**src/logic/core_pkg.sv**
```systemverilog
// Core-side definitions for the memory front end
// Widths, queue depths and the packets that move between
// the fetch path, the load/store path and the outside world
package core_pkg;

  ////////////////////
  // Widths and depths
  ////////////////////
  localparam int addr_width = 64;
  localparam int data_width = 64;
  localparam int inst_width = 32;

  // Fetch queue, one slot per packet
  localparam int fetch_depth = 4;
  // Load result queue
  localparam int load_depth = 2;

  typedef logic [addr_width-1:0] addr_t;
  typedef logic [data_width-1:0] data_t;
  typedef logic [inst_width-1:0] inst_t;

  ////////////////////
  // Packets
  ////////////////////

  // Branch redirect, target is word aligned
  typedef struct packed {
    logic  valid;
    addr_t target;
  } redirect_t;

  // One fetched instruction with its pc
  typedef struct packed {
    addr_t pc;
    inst_t inst;
  } fetch_packet_t;

  // Data request from outside, address is doubleword aligned
  typedef struct packed {
    logic  store;
    addr_t addr;
    data_t data;
  } data_req_t;

  // Load result, returned in request order
  typedef struct packed {
    addr_t addr;
    data_t data;
  } load_result_t;

endpackage
```
**src/logic/mem_bus_pkg.sv**
```systemverilog
// Memory bus definitions
// Command encoding, tags, request and reply words,
// and the requester identity kept per outstanding tag
package mem_bus_pkg;

  ////////////////////
  // Commands and tags
  ////////////////////
  typedef enum logic [1:0] {
    bus_none  = 2'h0,
    bus_load  = 2'h1,
    bus_store = 2'h2
  } bus_cmd_t;

  typedef logic [3:0] mem_tag_t;

  // Tag zero never names a transaction
  localparam mem_tag_t no_tag = 4'h0;
  localparam int num_tags = 16;

  ////////////////////
  // Bus words
  ////////////////////

  // Processor to memory, one per cycle
  typedef struct packed {
    bus_cmd_t        cmd;
    core_pkg::addr_t addr;
    core_pkg::data_t data;
  } bus_request_t;

  // Memory to processor, tag nonzero on a load reply
  typedef struct packed {
    mem_tag_t        tag;
    core_pkg::data_t data;
  } bus_reply_t;

  // Owner of an outstanding tag
  typedef enum logic {
    req_fetch = 1'b0,
    req_data  = 1'b1
  } requester_t;

endpackage

```
**src/logic/mem_front_end.sv**
```systemverilog
// Memory front end, top level
// Fetch and load/store share one memory port through the arbiter;
// fetched packets and load results leave through their own queues
`timescale 1ns/1ps

module mem_front_end import core_pkg::*, mem_bus_pkg::*; (
  input  logic          clock,
  input  logic          reset,
  input  redirect_t     redirect,
  output fetch_packet_t fetch_out,
  output logic          fetch_valid,
  input  logic          fetch_ready,
  input  data_req_t     data_req,
  input  logic          data_req_valid,
  output logic          data_req_ready,
  output load_result_t  load_out,
  output logic          load_valid,
  input  logic          load_ready,
  output bus_request_t  proc2mem,
  input  mem_tag_t      mem2proc_response,
  input  bus_reply_t    mem2proc
);

  // Fetch path
  bus_request_t  fetch_req;
  logic          fetch_req_valid;
  logic          fetch_accepted;
  logic          fetch_reply_valid;
  fetch_packet_t fetch_packet;
  logic          fetch_push;
  logic          fetch_full;

  // Data path
  bus_request_t  lsu_req;
  logic          lsu_req_valid;
  logic          lsu_accepted;
  logic          lsu_reply_valid;
  load_result_t  load_result;
  logic          load_push;
  logic          load_full;

  // Shared reply data
  data_t         reply_data;

  ////////////////////
  // Requesters
  ////////////////////
  fetch_unit u_fetch_unit (
    .clock             (clock),
    .reset             (reset),
    .redirect          (redirect),
    .fetch_req         (fetch_req),
    .fetch_req_valid   (fetch_req_valid),
    .fetch_accepted    (fetch_accepted),
    .fetch_reply_valid (fetch_reply_valid),
    .fetch_reply_data  (reply_data),
    .queue_full        (fetch_full),
    .packet            (fetch_packet),
    .packet_push       (fetch_push)
  );

  load_store_unit u_load_store_unit (
    .clock           (clock),
    .reset           (reset),
    .data_req        (data_req),
    .data_req_valid  (data_req_valid),
    .data_req_ready  (data_req_ready),
    .lsu_req         (lsu_req),
    .lsu_req_valid   (lsu_req_valid),
    .lsu_accepted    (lsu_accepted),
    .lsu_reply_valid (lsu_reply_valid),
    .lsu_reply_data  (reply_data),
    .queue_full      (load_full),
    .result          (load_result),
    .result_push     (load_push)
  );

  ////////////////////
  // Memory port
  ////////////////////
  mem_arbiter u_mem_arbiter (
    .clock             (clock),
    .reset             (reset),
    .fetch_req         (fetch_req),
    .fetch_req_valid   (fetch_req_valid),
    .fetch_accepted    (fetch_accepted),
    .fetch_reply_valid (fetch_reply_valid),
    .lsu_req           (lsu_req),
    .lsu_req_valid     (lsu_req_valid),
    .lsu_accepted      (lsu_accepted),
    .lsu_reply_valid   (lsu_reply_valid),
    .reply_data        (reply_data),
    .proc2mem          (proc2mem),
    .mem2proc_response (mem2proc_response),
    .mem2proc          (mem2proc)
  );

  ////////////////////
  // Output queues
  ////////////////////
  sync_fifo #(
    .item_t (fetch_packet_t),
    .depth  (fetch_depth)
  ) u_fetch_queue (
    .clock     (clock),
    .reset     (reset),
    .push      (fetch_push),
    .push_item (fetch_packet),
    .full      (fetch_full),
    .pop_valid (fetch_valid),
    .pop_ready (fetch_ready),
    .pop_item  (fetch_out)
  );

  sync_fifo #(
    .item_t (load_result_t),
    .depth  (load_depth)
  ) u_load_queue (
    .clock     (clock),
    .reset     (reset),
    .push      (load_push),
    .push_item (load_result),
    .full      (load_full),
    .pop_valid (load_valid),
    .pop_ready (load_ready),
    .pop_item  (load_out)
  );

endmodule

```
**src/logic/mem_arbiter.sv**
```systemverilog
// Memory port arbiter
// Data requests win over fetch; each accepted load tag remembers
// its requester so the reply can be steered back
`timescale 1ns/1ps

module mem_arbiter import core_pkg::*, mem_bus_pkg::*; (
  input  logic         clock,
  input  logic         reset,
  input  bus_request_t fetch_req,
  input  logic         fetch_req_valid,
  output logic         fetch_accepted,
  output logic         fetch_reply_valid,
  input  bus_request_t lsu_req,
  input  logic         lsu_req_valid,
  output logic         lsu_accepted,
  output logic         lsu_reply_valid,
  output data_t        reply_data,
  output bus_request_t proc2mem,
  input  mem_tag_t     mem2proc_response,
  input  bus_reply_t   mem2proc
);

  // Tag owner table
  logic       owner_valid [num_tags];
  requester_t owner       [num_tags];

  requester_t grant;
  logic       accepted;
  logic       reply_hit;

  ////////////////////
  // Request select
  ////////////////////
  assign grant = lsu_req_valid ? req_data : req_fetch;

  always_comb
  begin
    proc2mem = '{cmd: bus_none, addr: '0, data: '0};
    if (lsu_req_valid)
      proc2mem = lsu_req;
    else if (fetch_req_valid)
      proc2mem = fetch_req;
  end

  // Nonzero response tag means taken
  assign accepted       = (proc2mem.cmd != bus_none) && (mem2proc_response != no_tag);
  assign lsu_accepted   = accepted && (grant == req_data);
  assign fetch_accepted = accepted && (grant == req_fetch);

  ////////////////////
  // Reply routing
  ////////////////////
  assign reply_hit         = (mem2proc.tag != no_tag) && owner_valid[mem2proc.tag];
  assign fetch_reply_valid = reply_hit && (owner[mem2proc.tag] == req_fetch);
  assign lsu_reply_valid   = reply_hit && (owner[mem2proc.tag] == req_data);
  assign reply_data        = mem2proc.data;

  // Owner written at the accepting edge
  always_ff @(posedge clock)
  begin
    if (accepted && (proc2mem.cmd == bus_load))
      owner[mem2proc_response] <= grant;
  end

  always_ff @(posedge clock)
  begin
    if (reset)
    begin
      for (int i = 0; i < num_tags; i++)
        owner_valid[i] <= 1'b0;
    end
    else
    begin
      // Clear first so a tag freed and reissued in one cycle stays valid
      if (reply_hit)
        owner_valid[mem2proc.tag] <= 1'b0;
      // Store tags get no reply, never recorded
      if (accepted && (proc2mem.cmd == bus_load))
        owner_valid[mem2proc_response] <= 1'b1;
    end
  end

endmodule

```
**src/logic/load_store_unit.sv**
```systemverilog
// Load/store unit
// Holds one data request until memory takes it; stores end there,
// loads wait for the reply and push address plus data to the queue
`timescale 1ns/1ps

module load_store_unit import core_pkg::*, mem_bus_pkg::*; (
  input  logic         clock,
  input  logic         reset,
  input  data_req_t    data_req,
  input  logic         data_req_valid,
  output logic         data_req_ready,
  output bus_request_t lsu_req,
  output logic         lsu_req_valid,
  input  logic         lsu_accepted,
  input  logic         lsu_reply_valid,
  input  data_t        lsu_reply_data,
  input  logic         queue_full,
  output load_result_t result,
  output logic         result_push
);

  // Payload of the current request
  data_req_t held_req;
  // Waiting for the memory to accept
  logic      held;
  // Load accepted, reply outstanding
  logic      waiting;

  // Room in the queue reserved before taking a request
  assign data_req_ready = !held && !waiting && !queue_full;

  ////////////////////
  // Bus request
  ////////////////////
  assign lsu_req_valid = held;
  assign lsu_req.cmd   = held_req.store ? bus_store : bus_load;
  assign lsu_req.addr  = held_req.addr;
  assign lsu_req.data  = held_req.data;

  // Load result
  assign result.addr = held_req.addr;
  assign result.data = lsu_reply_data;
  assign result_push = lsu_reply_valid && waiting;

  always_ff @(posedge clock)
  begin
    if (data_req_valid && data_req_ready)
      held_req <= data_req;
  end

  always_ff @(posedge clock)
  begin
    if (reset)
    begin
      held    <= 1'b0;
      waiting <= 1'b0;
    end
    else
    begin
      if (data_req_valid && data_req_ready)
        held <= 1'b1;
      else if (lsu_accepted)
        held <= 1'b0;

      // Stores are done at acceptance
      if (lsu_accepted && !held_req.store)
        waiting <= 1'b1;
      else if (lsu_reply_valid)
        waiting <= 1'b0;
    end
  end

endmodule

```
**src/logic/fetch_unit.sv**
```systemverilog
// Instruction fetch unit
// Walks the program counter, one doubleword request at a time,
// picks the addressed half of each reply and restarts on redirect
`timescale 1ns/1ps

module fetch_unit import core_pkg::*, mem_bus_pkg::*; (
  input  logic          clock,
  input  logic          reset,
  input  redirect_t     redirect,
  output bus_request_t  fetch_req,
  output logic          fetch_req_valid,
  input  logic          fetch_accepted,
  input  logic          fetch_reply_valid,
  input  data_t         fetch_reply_data,
  input  logic          queue_full,
  output fetch_packet_t packet,
  output logic          packet_push
);

  addr_t pc;
  // Request accepted, reply not yet seen
  logic  pending;
  // Outstanding reply belongs to the old path
  logic  stale;

  ////////////////////
  // Request side
  ////////////////////

  // Queue room checked here, so the reply always fits
  // No request while reset is held, the port stays idle
  assign fetch_req_valid = !reset && !pending && !queue_full;
  assign fetch_req.cmd   = bus_load;
  assign fetch_req.addr  = {pc[addr_width-1:3], 3'b000};
  assign fetch_req.data  = '0;

  ////////////////////
  // Reply side
  ////////////////////

  // Bit 2 picks the upper word
  assign packet.pc   = pc;
  assign packet.inst = pc[2] ? fetch_reply_data[63:32] : fetch_reply_data[31:0];

  // A reply racing a redirect is from the old path too
  assign packet_push = fetch_reply_valid && !stale && !redirect.valid;

  always_ff @(posedge clock)
  begin
    if (reset)
    begin
      pc      <= '0;
      pending <= 1'b0;
      stale   <= 1'b0;
    end
    else
    begin
      if (redirect.valid)
        pc <= redirect.target;
      else if (packet_push)
        pc <= pc + addr_t'(4);

      if (fetch_accepted)
        pending <= 1'b1;
      else if (fetch_reply_valid)
        pending <= 1'b0;

      // Mark an in-flight request so its reply is dropped
      if (redirect.valid && (pending || fetch_accepted) && !fetch_reply_valid)
        stale <= 1'b1;
      else if (fetch_reply_valid)
        stale <= 1'b0;
    end
  end

endmodule

```
**src/logic/sync_fifo.sv**
```systemverilog
// Synchronous FIFO
// Circular buffer with a count, item type set per instance
`timescale 1ns/1ps

module sync_fifo #(
  parameter type item_t = logic,
  parameter int  depth  = 2
) (
  input  logic  clock,
  input  logic  reset,
  input  logic  push,
  input  item_t push_item,
  output logic  full,
  output logic  pop_valid,
  input  logic  pop_ready,
  output item_t pop_item
);

  localparam int ptr_width   = (depth > 1) ? $clog2(depth) : 1;
  localparam int count_width = $clog2(depth + 1);

  item_t                  mem [depth];
  logic [ptr_width-1:0]   rd_ptr;
  logic [ptr_width-1:0]   wr_ptr;
  logic [count_width-1:0] count;
  logic                   do_push;
  logic                   do_pop;

  assign full      = (count == count_width'(depth));
  assign pop_valid = (count != '0);
  assign pop_item  = mem[rd_ptr];

  // Push into a full buffer is dropped
  assign do_push = push && !full;
  assign do_pop  = pop_valid && pop_ready;

  // Storage, written at the push edge
  always_ff @(posedge clock)
  begin
    if (do_push)
      mem[wr_ptr] <= push_item;
  end

  always_ff @(posedge clock)
  begin
    if (reset)
    begin
      rd_ptr <= '0;
      wr_ptr <= '0;
      count  <= '0;
    end
    else
    begin
      // Pointers wrap at depth
      if (do_push)
        wr_ptr <= (wr_ptr == ptr_width'(depth - 1)) ? '0 : wr_ptr + 1'b1;
      if (do_pop)
        rd_ptr <= (rd_ptr == ptr_width'(depth - 1)) ? '0 : rd_ptr + 1'b1;
      if (do_push && !do_pop)
        count <= count + 1'b1;
      else if (do_pop && !do_push)
        count <= count - 1'b1;
    end
  end

endmodule

```
**config.mk**
```make
export PLATFORM = sky130hd
export DESIGN_NAME = mem_front_end
export DESIGN_NICKNAME = d
export VERILOG_FILES = /design/src/logic/core_pkg.sv /design/src/logic/mem_bus_pkg.sv /design/src/logic/mem_front_end.sv /design/src/logic/mem_arbiter.sv /design/src/logic/load_store_unit.sv /design/src/logic/fetch_unit.sv /design/src/logic/sync_fifo.sv
export SDC_FILE = /design/constraint.sdc
export NUM_CORES = 1
export LEC_CHECK = 0
export ABC_AREA = 1
export BUFFER_PORTS_ARGS = -buffer_cell sky130_fd_sc_hd__clkbuf_2
export CAP_MARGIN = 20
export CORE_UTILIZATION = 35
export CTS_CLUSTER_DIAMETER = 200
export DETAILED_ROUTE_END_ITERATION = 8
export GPL_TIMING_DRIVEN = 0
export HOLD_SLACK_MARGIN = 0.03
export PLACE_DENSITY = 0.61
export SYNTH_ARGS = -nofsm -noshare
export SYNTH_HDL_FRONTEND = slang
export SYNTH_SLANG_ARGS = --single-unit
```
**constraint.sdc**
```tcl
create_clock -name clock -period 20.2 [get_ports clock]
set_input_delay 4.04 -clock clock [delete_from_list [all_inputs] [get_ports clock]]
set_output_delay 4.04 -clock clock [all_outputs]
set_load 0.05 [all_outputs]
```
; ---- Word level (Yosys, flattened, before mapping)
; Memories as Yosys holds them, arrays and structs flattened. A register that Yosys moved wholly into a read port is not among the register bits.
; Index checks and enable logic that the tools add are counted.
[classes]
add_sub_neg = 9
n_mul = 0
n_div = 0
n_lt_le_gt_ge = 0
eq_ne = 5
n_shift = 0
mux = 45
n_bitwise = 2
n_reduce_logical = 55
[op_table]
columns = operator, count
row1 = 2-to-1 mux 130 bit, 1
row2 = 2-to-1 mux 129 bit, 1
row3 = 2-to-1 mux 64 bit, 2
row4 = adder 64 x 3 -> 64 bit (second input constant), 1
row5 = 2-to-1 mux 32 bit, 1
row6 = 2-to-1 mux 1 bit, 29
row7 = logical AND 1 bit, 26
row8 = nonzero test 2 bit, 9
row9 = zero test 1 bit, 14
row10 = 2-to-1 mux 2 bit, 7
row11 = 2-to-1 mux 4 bit, 2
row12 = nonzero test 4 bit, 2
row13 = adder 2 x 1 -> 2 bit (second input constant), 3
row14 = == test 2 bit (second input constant), 3
row15 = 2-to-1 mux 3 bit, 2
row16 = adder 3 x 1 -> 3 bit (second input constant), 1
row17 = == test 3 bit (second input constant), 1
row18 = nonzero test 3 bit, 1
row19 = subtractor 3 x 1 -> 3 bit (second input constant), 1
row20 = adder 1 bit (second input constant), 2
row21 = == test 2 x 1 -> 1 bit (second input constant), 1
row22 = inverter 1 bit, 2
row23 = OR reduction 1 bit, 2
row24 = subtractor 2 x 1 -> 2 bit (second input constant), 1
row25 = logical OR 1 bit, 1
[word_totals]
reg_bits = 208
latch_bits = 0
ram_bits = 672
rom_bits = 0
input_bits = 271
output_inout_bits = 357
word_cells = 134
n_memories = 4
[memory_table]
columns = memory, depth, width, read_ports, rd_clocked_by_memory_dff, wr, line
row1 = u_fetch_queue.mem, 4, 96, 1, 1, 1, sync_fifo.sv:22  ; item_t mem [depth];
row2 = u_load_queue.mem, 2, 128, 1, 1, 1, sync_fifo.sv:22
row3 = u_mem_arbiter.owner, 16, 1, 1, 0, 1, mem_arbiter.sv:25  ; requester_t owner [num_tags];
row4 = u_mem_arbiter.owner_valid, 16, 1, 1, 0, 16, mem_arbiter.sv:24  ; logic owner_valid [num_tags];

; ---- Depth between registers and ports, before layout
[logic_depth]
depth_word = 13
mapped_depth = 20
ltp_nobuf = 19

; ---- Modules after synthesis
; From an unflattened synthesis, not the netlist that was laid out.
[hier_totals]
cells_unflattened = 3226
hier_area_um2 = 38923.6
[modules_own_cells]
columns = mod, n_inst, cells_each, area_each_um2, seq_area_each_um2
row1 = sync_fifo (u_fetch_queue), 1, 998, 14776.7, 11711.2
row2 = sync_fifo (u_load_queue), 1, 435, 9546.7, 7787.5
row3 = fetch_unit, 1, 1094, 6316.1, 1321.3
row4 = load_store_unit, 1, 274, 4941.0, 3913.8
row5 = mem_arbiter, 1, 425, 3343.2, 800.8

; ---- Worst setup path after synthesis
; No wires, ideal clock.
[synth_path]
kind = input port to flip-flop
start = in mem2proc[64] (netlist name)
end = mem u_load_queue.mem[1][0] (netlist name), enable pin
setup_ps = 618
t_arrival_ps = 10282
required_ps = 19582
setup_slack_ps = 9300
cell_stages = 14
path_buffers = 1
path_cell_list = inv_2 buf_6 nand2_1 nand2_1 nand2_1 nand2_1 nand2_1 nand2_1 inv_1 nand2_1 nand2_1 nor2_1 nand2_1 nor2_1
[synth_between]
elab_chain_cells = 7
word_cells_on_any_way = 9
classes_between = mux (2) / reduce/logical (5) / memory (2)
[synth_lines]
columns = item, line
row1 = from (decl), mem_front_end.sv:21  ; input bus_reply_t mem2proc
row2 = memory (16 x 1 bit) or nonzero test 4 bit (tied branches), --
row3 = logical AND 1 bit, mem_arbiter.sv:53  ; assign reply_hit = (mem2proc.tag != no_tag) && owner_valid[mem2proc.tag];
row4 = logical AND 1 bit (*), mem_arbiter.sv:55  ; assign lsu_reply_valid = reply_hit && (owner[mem2proc.tag] == req_data);
row5 = logical AND 1 bit (*), load_store_unit.sv:43  ; assign result_push = lsu_reply_valid && waiting;
row6 = logical AND 1 bit (*), sync_fifo.sv:34  ; assign do_push = push && !full;
row7 = 2-to-1 mux 1 bit (*), sync_fifo.sv:40  ; if (do_push)
row8 = 2-to-1 mux 1 bit (not written as such) (*), sync_fifo.sv:41  ; mem[wr_ptr] <= push_item;
row9 = to (decl), sync_fifo.sv:22
; Every way passes the cells marked *; elsewhere a longest branch is shown, timed or not.

==> metrics.txt <==
RSZ-0062 raised after global routing=false; worst hold slack=approximately 0.43 ns; Rows=about 120; most used routing layer=met2; Total Wirelength=about 120000 um; Initial Util=between 30 and 40%; Vias per Instance=about 5; Root Buffer Master=clkbuf_16; Total Power=5.13 mW; met2 Use GR=a little under two fifths; Worst R2R End=u_fetch_queue.mem[0][0]; hold path depth=2; all-layer global routing usage=between 20% and 30%; largest net degree at the start of global routing=slightly below 70; GPL Wtd Cong=0.935; clock buffer depth=3; Post-synth EDFFs=785; most frequent cells in the layout=edfxtp_1 (785), nand2_1 (653), clkbuf_2 (627); crit path buf inv count=5; clock slew at reported path FFs=~0.060 ns; critical path type=primary input to output pin; sequential power share=between 40% and 50%; synthesized instance count=3068; max incr delay on CP=around 0.56 ns; CP max stage cell=o21ai_0; Fin. Hold Viols=0; io pins=approximately 630; Syn Area/Cell=about 12 sq um; vias post-DR=26200; Fmax=0.0944 GHz; worst slew pin tran=approximately 1.1 ns; setup violators final=0; CTS sink count=883; Async SR Flop Fraction=0%; share of layout cells above drive strength 1=between 20 and 25%; P_int=3.32 mW; Synth Cell Area=between 30000 and 40000 sq um; post-synthesis register bit count=883; H-Tree Level Count=3; worst hold start=u_mem_arbiter.owner_valid[0]; crit path launch type=primary input; Routed wire per std cell=22.4 um; total CTS buffers=between 90 and 100; clock share of power=between 30% and 40%; port buffer count=about 630; R2R Setup Slk=approximately 16 ns; Synth cell types=40; synth-to-layout area growth=23.7%; Seq/Total Area, Yosys=a little over two thirds; P per Cell Area=approximately 110 nW/um^2; CTS tree=yes; post_cts resized=0; syn nets=between 3000 and 4000; Post-CTS Setup Inserts=0; core area=between 100000 and 150000 sq um; DP Worst Slack=between 9 and 10 ns; switching pwr=between 1.5 and 2 mW; Cell Chain, Critical Path=clkbuf_2 -> nor4_4 -> inv_2 -> clkbuf_1 -> clkbuf_1 -> o21ai_0 -> clkbuf_2; Crit Path Max Fanout=10; crit path from=reset; worst r2r path cells=16; Arr. time, crit path=6.56 ns; vias in the first global route=25000; clk_skew=around 0.023 ns; post-route clock period utilization=52.5%; Nets=about 4000; CP endpoint kind=output pin; Initial DRT Pass Iterations=7; Hold Crit Endpoint=u_mem_arbiter.owner_valid[0]; post-route ant nets=0; commonest non-fill, non-tap cell in the layout=edfxtp_1; CP required=16.16 ns; worst setup margin=between 9 and 10 ns; chip height=roughly 320 um; global-route wire length before repair=166000 um; global-route met1 utilization=between 20% and 30%; GR Util met3=roughly 5.6%; initial antenna violation count=27; relative slew slack=27.7%; cell family with most CP delay=buffers and inverters; full die area=around 100000 sq um; status=finished, final reports clean; fin cells=roughly 5300; Die X=between 300 and 400 um; gr ovfl total=0; Post-CTS Hold Fix Bufs=0; Post-DP HPWL=approximately 88000 um; Slew Limit Fails=0; DRC Markers=0; Combinational Power Share=between 20% and 30%; Synth warnings=0; later-pin clock latency in the skew report=around 0.66 ns; detailed router's first-iteration violation count=around 1900; reg-to-reg critical path startpoint=u_mem_arbiter.owner_valid[0]; placed cells=5090; Setup TNS=0 ns; switching part of the total=around a third; fin crit period=about 11 ns; Lkg Pwr=16.9 nW; maxcap violations=0; hold crit path type=flop to flop; VDD IR max=0.0697 mV; ys flop type=edfxtp_1
[area by class of cell]
type	count	area, sq um
diodes	3	7.51
plain buffers	151	654
clock buffers	133	2700
clock inverters	45	397
fillers	9630	57400
inverters	180	681
multi-input cells	1854	9280
flip-flops and latches	883	25500
well taps	1368	1710
repair buffers	654	3690
[metal layers]
metal / vias up / part of all wire (%)
met2: 977 / 48
met1: 12800 / 40
met3: 222 / 7.9
li1: 12200 / -
met5: - / 0.24
met4: 44 / 3.1
[cells by family (layout without fill, tap and decap cells)]
kind of cell / count (synthesis) / count (layout) / share of synthesized area, %
flip-flops: 883 / 883 / 70.7
AO/OA/AOI/OAI: 475 / 475 / 7.05
other: 1 / 4 / 0.0104
adder cells (fa/ha/maj): 9 / 9 / 0.333
AND/OR/NAND/NOR: 1205 / 1205 / 13.3
multiplexers: 128 / 128 / 3.99
XOR/XNOR: 36 / 36 / 0.874
buffers and inverters: 331 / 1163 / 3.68
[flip-flops by register name (all words and copies together) (netlist names), 3 cells and up, named ones only]
| signal | flops |
|---|---|
| u_fetch_queue.mem | 384 |
| u_load_queue.mem | 256 |
| u_load_store_unit.lsu_req | 128 |
| u_fetch_unit.pc | 64 |
| u_mem_arbiter.owner | 16 |
| u_mem_arbiter.owner_valid | 16 |
| u_fetch_queue.count | 3 |
[synthesized netlist by cell type (all sizes together) (2+ instances only)]
library cell	n	share of area, %
nand3	97	1.4
nand2	653	6.8
dfxtp	98	5.4
buf	25	0.50
nor3	28	0.40
o21ai	294	4.1
clkbuf	126	1.3
inv	179	1.9
nand3b	2	0.042
mux2	128	4.0
edfxtp	785	65
nor2	398	4.2
ha	8	0.28
a21oi	72	1.0
nor4	4	0.11
o22ai	96	1.7
xnor2	2	0.049
xor2	34	0.82
nand4	21	0.36
a31oi	2	0.035
a22o	8	0.19
[worst register-to-register path: cells and delay by family, from the launching register on]
kind | cells | cell delay [ns]
buffers and inverters | 5 | 1.04
AND/OR/NAND/NOR | 11 | 2.24
flip-flops | 1 | 0.33
[metrics by stage]
stage	instance area, sq um	utilization (%)
finish	44600	43.8
global route	44600	43.8
global placement	40900	40.1
CTS	44600	43.7
detailed placement	41500	40.7
floorplan	36100	-
[worst max-delay path by stage]
stage,end,slack (ns),cells after the start
after floorplan,u_load_queue.mem[1][0],9.30,14
after global placement,u_load_queue.mem[1][2],4.64,15
after detailed placement,proc2mem[83],9.56,7
after CTS,proc2mem[83],9.55,7
after global routing,proc2mem[83],9.47,7
final,proc2mem[83],9.60,7
[power by group through the flow]
stage | Combinational, mW | Sequential [mW] | Clock, mW
global route | 1.40 | 2.09 | 1.83
floorplan | 0.880 | 2.11 | 0
CTS | 1.34 | 2.09 | 1.77
finish | 1.31 | 2.09 | 1.73
global placement | 1.33 | 2.13 | 0
detailed placement | 1.34 | 2.13 | 0
No activity file was read; power rests on OpenSTA's default activity.
